==> src/design/eth_ctrl_pkg.sv <==
// TX control packet format and the state encodings of the parser and the MAC sender
package eth_ctrl_pkg;

   // Word 0 of a control packet carries this in bits 31:28
   // Word 1 carries the frame length in bits 15:0
   localparam logic [3:0] ctrl_flag = 4'hA;   // Transmit flag

   // Control packet parser
   typedef enum logic [1:0] {
      cs_wait_flag,                    // Expect flag word
      cs_wait_len,                     // Expect length word
      cs_skip_last                     // Drop rest of packet
   } ctrl_state_e;

   // MAC side sender
   typedef enum logic [1:0] {
      es_idle,                         // Waiting for a whole frame
      es_send,                         // Streaming beats to MAC
      es_gap                           // Inter-frame idle time
   } egress_state_e;

endpackage

==> src/design/eth_stream_pkg.sv <==
// Ethernet TX stream types, payload widths and the beat structs carried between blocks
package eth_stream_pkg;

   // Payload widths with a meaning of their own
   typedef logic [63:0] data_word_t;   // One 10G data beat
   typedef logic [7:0]  keep_t;        // Byte valid, contiguous from bit 0
   typedef logic [31:0] ctrl_word_t;   // DMA control stream word
   typedef logic [15:0] byte_cnt_t;    // Frame length in bytes

   // Control stream word from the DMA
   typedef struct packed {
      ctrl_word_t data;
      logic       last;                // Ends the control packet
   } txc_word_s;

   // Data stream beat from the DMA
   typedef struct packed {
      data_word_t data;
      keep_t      keep;
      logic       last;                // Final beat of the frame
   } txd_beat_s;

   // Beat toward the MAC, also the buffer entry format
   typedef struct packed {
      data_word_t data;
      keep_t      keep;
      logic       last;
      logic       user;                // Bad frame, only valid with last
   } mac_beat_s;

endpackage
==> src/design/eth_tx_top.sv <==
// 10G Ethernet TX bridge top, DMA ingress into frame buffer into MAC egress
`timescale 1ns/10ps

module eth_tx_top
#(
   parameter int fifo_aw    = 6,       // 64 beat buffer
   parameter int ifg_cycles = 1
)
(
   input  logic                      mm2s_clk,
   input  logic                      reset,
   input  logic                      txc_valid,
   input  eth_stream_pkg::txc_word_s txc,
   input  logic                      txd_valid,
   input  eth_stream_pkg::txd_beat_s txd,
   output logic                      mac_valid,
   output eth_stream_pkg::mac_beat_s mac,
   output logic                      ctrl_error
);
   import eth_stream_pkg::*;

   logic      wr_valid;                // Tagged beat into buffer
   mac_beat_s wr_beat;
   logic      rd_en;
   mac_beat_s rd_beat;                 // Buffer head
   logic      frame_ready;

   tx_dma_ingress u_ingress
   (
      .mm2s_clk   (mm2s_clk),
      .reset      (reset),
      .txc_valid  (txc_valid),
      .txc        (txc),
      .txd_valid  (txd_valid),
      .txd        (txd),
      .wr_valid   (wr_valid),
      .wr_beat    (wr_beat),
      .ctrl_error (ctrl_error)
   );

   tx_frame_fifo #(.fifo_aw(fifo_aw)) u_fifo
   (
      .mm2s_clk    (mm2s_clk),
      .reset       (reset),
      .wr_valid    (wr_valid),
      .wr_beat     (wr_beat),
      .rd_en       (rd_en),
      .rd_beat     (rd_beat),
      .frame_ready (frame_ready)
   );

   tx_mac_egress #(.ifg_cycles(ifg_cycles)) u_egress
   (
      .mm2s_clk    (mm2s_clk),
      .reset       (reset),
      .frame_ready (frame_ready),
      .rd_beat     (rd_beat),
      .rd_en       (rd_en),
      .mac_valid   (mac_valid),
      .mac         (mac)
   );

endmodule

==> src/design/tx_mac_egress.sv <==
// TX egress, store-and-forward sender toward the MAC with a minimum inter-frame gap
`timescale 1ns/10ps

module tx_mac_egress
#(
   parameter int ifg_cycles = 1        // Min idle cycles between frames
)
(
   input  logic                      mm2s_clk,
   input  logic                      reset,
   input  logic                      frame_ready,
   input  eth_stream_pkg::mac_beat_s rd_beat,
   output logic                      rd_en,
   output logic                      mac_valid,
   output eth_stream_pkg::mac_beat_s mac
);
   import eth_stream_pkg::*;
   import eth_ctrl_pkg::*;

   localparam int gap_w = $clog2(ifg_cycles + 1) + 1;

   typedef logic [gap_w-1:0] gap_t;

   localparam gap_t gap_load = gap_t'(ifg_cycles - 1);

   egress_state_e state;
   gap_t          gap_cnt;             // Gap cycles still to wait

   assign rd_en = state == es_send;    // Pop one beat per send cycle

   always_ff @(posedge mm2s_clk)
   begin
      if (reset)
      begin
         state     <= es_idle;
         gap_cnt   <= '0;
         mac_valid <= 1'b0;
      end
      else
      begin
         mac_valid <= rd_en;
         case (state)
            es_idle:
               if (frame_ready)        // Whole frame in buffer
                  state <= es_send;
            es_send:
               if (rd_beat.last)
               begin
                  state   <= (ifg_cycles == 0) ? es_idle : es_gap;
                  gap_cnt <= gap_load;
               end
            es_gap:
               if (gap_cnt == '0)
                  state <= es_idle;
               else
                  gap_cnt <= gap_cnt - 1'b1;
            default:
               state <= es_idle;
         endcase
      end
   end

   // Beat register toward MAC
   always_ff @(posedge mm2s_clk)
      if (rd_en)
         mac <= rd_beat;

   // Buffer keeps the frame counted until its last beat leaves
   a_head_ready: assert property (@(posedge mm2s_clk) disable iff (reset)
      rd_en |-> frame_ready);

endmodule

==> src/design/tx_frame_fifo.sv <==
// TX frame buffer, fall-through beat FIFO that also counts the whole frames it holds
`timescale 1ns/10ps

module tx_frame_fifo
#(
   parameter int fifo_aw = 6           // 2**fifo_aw beats
)
(
   input  logic                      mm2s_clk,
   input  logic                      reset,
   input  logic                      wr_valid,
   input  eth_stream_pkg::mac_beat_s wr_beat,
   input  logic                      rd_en,
   output eth_stream_pkg::mac_beat_s rd_beat,
   output logic                      frame_ready
);
   import eth_stream_pkg::*;

   localparam int depth = 1 << fifo_aw;

   mac_beat_s          mem [depth];
   logic [fifo_aw-1:0] wr_ptr;
   logic [fifo_aw-1:0] rd_ptr;
   logic [fifo_aw:0]   occ;            // Beats stored
   logic [fifo_aw:0]   frame_count;    // Whole frames stored
   logic               full;
   logic               empty;
   logic               wr_last;
   logic               rd_last;

   assign full    = occ[fifo_aw];      // occ == depth
   assign empty   = occ == '0;
   assign wr_last = wr_valid && wr_beat.last;
   assign rd_last = rd_en && rd_beat.last;

   always_ff @(posedge mm2s_clk)
      if (wr_valid)
         mem[wr_ptr] <= wr_beat;

   assign rd_beat     = mem[rd_ptr];   // Head shown without delay
   assign frame_ready = frame_count != '0;

   always_ff @(posedge mm2s_clk)
   begin
      if (reset)
      begin
         wr_ptr      <= '0;
         rd_ptr      <= '0;
         occ         <= '0;
         frame_count <= '0;
      end
      else
      begin
         if (wr_valid)
            wr_ptr <= wr_ptr + 1'b1;   // Wraps at depth
         if (rd_en)
            rd_ptr <= rd_ptr + 1'b1;
         case ({wr_valid, rd_en})
            2'b10:   occ <= occ + 1'b1;
            2'b01:   occ <= occ - 1'b1;
            default: occ <= occ;
         endcase
         case ({wr_last, rd_last})
            2'b10:   frame_count <= frame_count + 1'b1;
            2'b01:   frame_count <= frame_count - 1'b1;
            default: frame_count <= frame_count;
         endcase
      end
   end

   // Ingress has no stall, so depth must cover the largest frame
   a_no_overflow: assert property (@(posedge mm2s_clk) disable iff (reset)
      wr_valid |-> !full);
   a_no_underflow: assert property (@(posedge mm2s_clk) disable iff (reset)
      rd_en |-> !empty);

endmodule

==> src/design/tx_dma_ingress.sv <==
// TX ingress, parses DMA control packets and tags each data frame by its byte count
`timescale 1ns/10ps

module tx_dma_ingress
(
   input  logic                      mm2s_clk,
   input  logic                      reset,
   input  logic                      txc_valid,
   input  eth_stream_pkg::txc_word_s txc,
   input  logic                      txd_valid,
   input  eth_stream_pkg::txd_beat_s txd,
   output logic                      wr_valid,
   output eth_stream_pkg::mac_beat_s wr_beat,
   output logic                      ctrl_error
);
   import eth_stream_pkg::*;
   import eth_ctrl_pkg::*;

   ctrl_state_e state;
   byte_cnt_t   len_q;                 // Pending frame length
   logic        len_valid;
   byte_cnt_t   byte_acc;              // Bytes seen before this beat
   byte_cnt_t   beat_bytes;
   byte_cnt_t   frame_bytes;           // Running total incl. this beat
   logic        flag_ok;
   logic        len_take;              // Length word accepted now
   logic        len_used;              // Data last consumes pending length

   assign flag_ok     = txc.data[31:28] == ctrl_flag;
   assign len_take    = txc_valid && (state == cs_wait_len);
   assign len_used    = txd_valid && txd.last;
   assign beat_bytes  = byte_cnt_t'($countones(txd.keep));
   assign frame_bytes = byte_acc + beat_bytes;

   // Control packet parser
   always_ff @(posedge mm2s_clk)
   begin
      if (reset)
      begin
         state      <= cs_wait_flag;
         ctrl_error <= 1'b0;
      end
      else
      begin
         ctrl_error <= 1'b0;
         if (txc_valid)
         begin
            case (state)
               cs_wait_flag:
               begin
                  if (!flag_ok)
                  begin
                     ctrl_error <= 1'b1;   // No transmit flag
                     state      <= txc.last ? cs_wait_flag : cs_skip_last;
                  end
                  else if (!txc.last)
                     state <= cs_wait_len;
               end
               cs_wait_len:
               begin
                  // Overwriting a length nobody consumed
                  ctrl_error <= len_valid && !len_used;
                  state      <= txc.last ? cs_wait_flag : cs_skip_last;
               end
               default:
                  if (txc.last)
                     state <= cs_wait_flag;
            endcase
         end
      end
   end

   // Single pending length, a new word wins over a same-cycle clear
   always_ff @(posedge mm2s_clk)
   begin
      if (reset)
         len_valid <= 1'b0;
      else if (len_take)
         len_valid <= 1'b1;
      else if (len_used)
         len_valid <= 1'b0;
   end

   always_ff @(posedge mm2s_clk)
      if (len_take)
         len_q <= txc.data[15:0];

   // Byte count of current data frame
   always_ff @(posedge mm2s_clk)
   begin
      if (reset)
         byte_acc <= '0;
      else if (txd_valid)
         byte_acc <= txd.last ? '0 : frame_bytes;
   end

   // One cycle to the buffer, user judged from the old pending length
   always_ff @(posedge mm2s_clk)
   begin
      if (reset)
         wr_valid <= 1'b0;
      else
         wr_valid <= txd_valid;
   end

   always_ff @(posedge mm2s_clk)
   begin
      if (txd_valid)
      begin
         wr_beat.data <= txd.data;
         wr_beat.keep <= txd.keep;
         wr_beat.last <= txd.last;
         wr_beat.user <= txd.last && !(len_valid && (len_q == frame_bytes));
      end
   end

   // Only the final beat may be partial
   a_full_keep: assert property (@(posedge mm2s_clk) disable iff (reset)
      txd_valid && !txd.last |-> &txd.keep);

endmodule

==> config.mk <==
export PLATFORM = sky130hd
export DESIGN_NAME = eth_tx_top
export DESIGN_NICKNAME = d
export VERILOG_FILES = /design/src/design/eth_ctrl_pkg.sv /design/src/design/eth_stream_pkg.sv /design/src/design/eth_tx_top.sv /design/src/design/tx_mac_egress.sv /design/src/design/tx_frame_fifo.sv /design/src/design/tx_dma_ingress.sv
export SDC_FILE = /design/constraint.sdc
export NUM_CORES = 2
export LEC_CHECK = 0
export BUFFER_PORTS_ARGS = -buffer_cell sky130_fd_sc_hd__buf_2
export CAP_MARGIN = 20
export CELL_PAD_IN_SITES_DETAIL_PLACEMENT = 0
export CELL_PAD_IN_SITES_GLOBAL_PLACEMENT = 2
export CORE_MARGIN = 8
export CORE_UTILIZATION = 30
export CTS_CLUSTER_SIZE = 25
export DETAILED_ROUTE_END_ITERATION = 8
export PLACE_DENSITY_LB_ADDON = 0.1
export SETUP_SLACK_MARGIN = 0.5
export SLEW_MARGIN = 0
export SYNTH_ARGS = -nofsm -noshare
export SYNTH_HDL_FRONTEND = slang
export SYNTH_HIERARCHICAL = 1
export SYNTH_MEMORY_MAX_BITS = 65536
export SYNTH_SLANG_ARGS = --single-unit
==> constraint.sdc <==
create_clock -name mm2s_clk -period 6.82 [get_ports mm2s_clk]
set_input_delay 0.682 -clock mm2s_clk [delete_from_list [all_inputs] [get_ports mm2s_clk]]
set_output_delay 0.682 -clock mm2s_clk [all_outputs]
set_load 0.05 [all_outputs]
==> results.cfg <==
[run_status]
status = finished clean

[critical_path]
slowest_stage = fa_1
crit_path_start_kind = input pin
worstSetupPathType = input pin to flop
crit_family = adder cells
cp.required_ns = 7.61
cp_max_fo = 9
crit_path_frequent_cell = fa_1
end_kind = flop
worstPathCellList = dlygate4sd3_1 > buf_2 > fa_1 > inv_1 > fa_1 > fa_1 > fa_1 > fa_1 > nand2b_1 > a21o_1 > a2111oi_2 > nand2_1 > a2111oi_2 > a41oi_1
path_buf_inv = 3
crit_arrival_ns = 5.33
slowest_delay_ns = 0.54

[layout]
final_area_sq_um = 219000
final_nets = 9040
final_common_cell = edfxtp_1
mostFrequentLayoutCells = 4900 x edfxtp_1, 1127 x mux4_2, 597 x clkbuf_16
fillCellCount = 57100
drive_gt1_frac = 0.269
syn_to_final_growth_pct = 17.3

[sta]
hold_viol_final = 0
skew_ns = 0.0386
drv_slew = 0
layout_min_cycle_time_ns = 4.54
slew_headroom = 0.210
totalNegativeSetupSlack_ns = 0
rsz0062_at_grt = false
post-route-period-util = 0.666
fmax_mhz = 220
worst_slew_pin_slew_ns = 1.19
setup_viol = 0

[logic_synthesis]
yosysTopAreaCell = edfxtp_1
synth_cell_types = 69
yosysSeqAreaShare = 0.794
ys_async_sr_fraction = 0
synth_top_family_by_area = multiplexers
synth_mux_area_frac = 0.142
netlist_top_cells_area = edfxtp_1 79%, mux4_2 14%, a22oi_1 1.4%, a22o_1 0.68%, mux2i_1 0.63%
synth_area_per_cell_sq_um = 22.9
ys_warn_count = 6
synthCells = 8152
synth_adder_area_share = 0.00165
synth_edf_count = 4900
synth_top_area_frac = 0.789
synth-simple-area-share = 0.0142
syn-num-nets = 8283
syn-cell-area_sq_um = 187000
synth-xor-area-share = 0.00158
synth_compound_area_frac = 0.0338
synth_ff_type = edfxtp_1
ys_seq_elements = 4951

[clock_network]
cts_sinks = 4951
cts_tree = built
cts_root_buf = clkbuf_16
path_clk_slew_ns = 0.06
insertion_delay_ns = 1.08
post_cts.repair.setup_buffers = 0
clockBufferDepth = 4
ctsResizeCount = 0
cts_buffers = 580
htreeDepth = 6
postCtsHoldBufs = 96

[power_and_ir_drop]
pwr_density_cell_nw_per_um2 = 336
power.total_uw = 73600
cellLeakagePower_uw = 0.0659
ir_drop_mv = 0.265

[detailed_routing]
num_vias = 90900
antenna_left = 0
wl_um = 611000
wire_per_inst_um = 34.6
vias_per_cell = 5.14
drc = 0
drtPass1Iterations = 6
drt_iter0_drc = 8876

[grt]
antenna_found_initial = 40
first_global_vias = 96800
grt_pass1_wl_um = 830000
grt_overflow_total = 0
grt_max_degree = 123
track_usage = 0.185

[placement]
place_hpwl_um = 325000
gp_congestion = 0.720
portBuffers = 173
place_area_sq_um = 200000

[floorplanning]
ioPinCount = 186
initial_core_util = 0.301
row_count = 289
core_area_sq_um = 619000
die_h_um = 805
dieArea_sq_um = 647000
die_w_um = 805

[min_path]
hp-class = input pin to flop

[job]
cap_viol_max_count = 0
[flip-flops by register name, indices dropped and copies added, names as in the netlist, named ones only]
name and count:
u_ingress/byte_acc 16, u_fifo/rd_ptr 6, u_fifo/wr_ptr 6, u_ingress/wr_valid 1, u_ingress/wr_beat 74, u_ingress/ctrl_error 1, u_ingress/len_valid 1, u_egress/gap_cnt 2
u_fifo/mem 4736, u_egress/mac_valid 1, u_egress/mac 74, u_ingress/state 2, u_egress/state 2, u_ingress/len_q 16, u_fifo/frame_count 7
[layer usage]
| metal | GRT usage | part of all wire | wire length [um] | up-vias |
|---|---|---|---|---|
| li1 | - | - | - | 36600 |
| met1 | 0.254 | 0.43 | 266000 | 51100 |
| met2 | 0.316 | 0.50 | 303000 | 2517 |
| met3 | 0.0256 | 0.049 | 30200 | 665 |
| met4 | 0.0348 | 0.019 | 11700 | 2 |
| met5 | 0 | 0.000026 | 16 | - |
[cells by family after synthesis]
logic type | count (synthesis)
AOI/OAI and AO/OA | 894
xor gates and xnor gates | 31
adders and majority gates | 21
buffers and inverters | 485
DFF | 4951
muxes | 1246
and+or+nand+nor | 524
[synthesized netlist by cell type, types with 8 or more instances]
master / instances
buf_4: 34
nor4_1: 10
buf_6: 29
o21ai_0: 167
nor3_1: 15
a21oi_1: 57
a22oi_1: 350
xnor2_1: 14
nor2b_1: 16
mux4_2: 1127
xor2_1: 15
a22o_1: 145
buf_1: 28
mux2i_1: 118
nor2_1: 127
nand2b_1: 10
and3_1: 64
nand3b_1: 8
buf_2: 114
o22ai_1: 66
dfxtp_1: 51
nand2_1: 69
a221oi_1: 16
ha_1: 15
clkbuf_1: 255
nand3_1: 158
o211ai_1: 60
edfxtp_1: 4900
inv_1: 24
[per-stage QoR]
step / setup slack [ns] / cells / utilization / hold slack [ns]
3_3_place_gp: 1.59 / 16500 / 0.322 / 0.475
5_1_grt: 2.08 / 17700 / 0.353 / 0.216
3_5_place_dp: 1.73 / 16500 / 0.323 / 0.485
2_1_floorplan: 0.781 / 8152 / - / 0.458
4_1_cts: 2.26 / 17700 / 0.353 / 0.148
6_report: 2.28 / 17700 / 0.353 / 0.244
[cell type report]
type | count | area [sq um] | area share
diodes | 9 | 22.5 | 0.000103
clock buffers | 759 | 15600 | 0.0711
clock inverters | 292 | 2480 | 0.0113
inverters | 24 | 90.1 | 0.000412
multi-input cells | 2716 | 36700 | 0.168
flip-flops and latches | 4951 | 148000 | 0.677
well taps | 8293 | 10400 | 0.0474
repair buffers | 636 | 5490 | 0.0251
[tightest hold or removal path, cell delays in order]
cell	delay, ns
buf_2	0.10
buf_4	0.31
nor2_1	0.17
[final timing paths]
path	startpoint	end	slack, ns	depth (start not counted)
worst max-delay path	txd[1]	u_ingress/wr_beat[0]	2.28	14
worst min-delay path	reset	u_ingress/byte_acc[6]	0.24	3
worst max register to register	flop	u_fifo/frame_count[6]	2.38	12
worst min register to register	u_fifo/frame_count[3]	u_fifo/frame_count[3]	0.49	2
[power breakdown]
part,internal (uW),switching [uW]
Sequential,34000,246
Combinational,4460,5110
Clock,17300,12500
No activity file was read; power rests on OpenSTA's default activity.
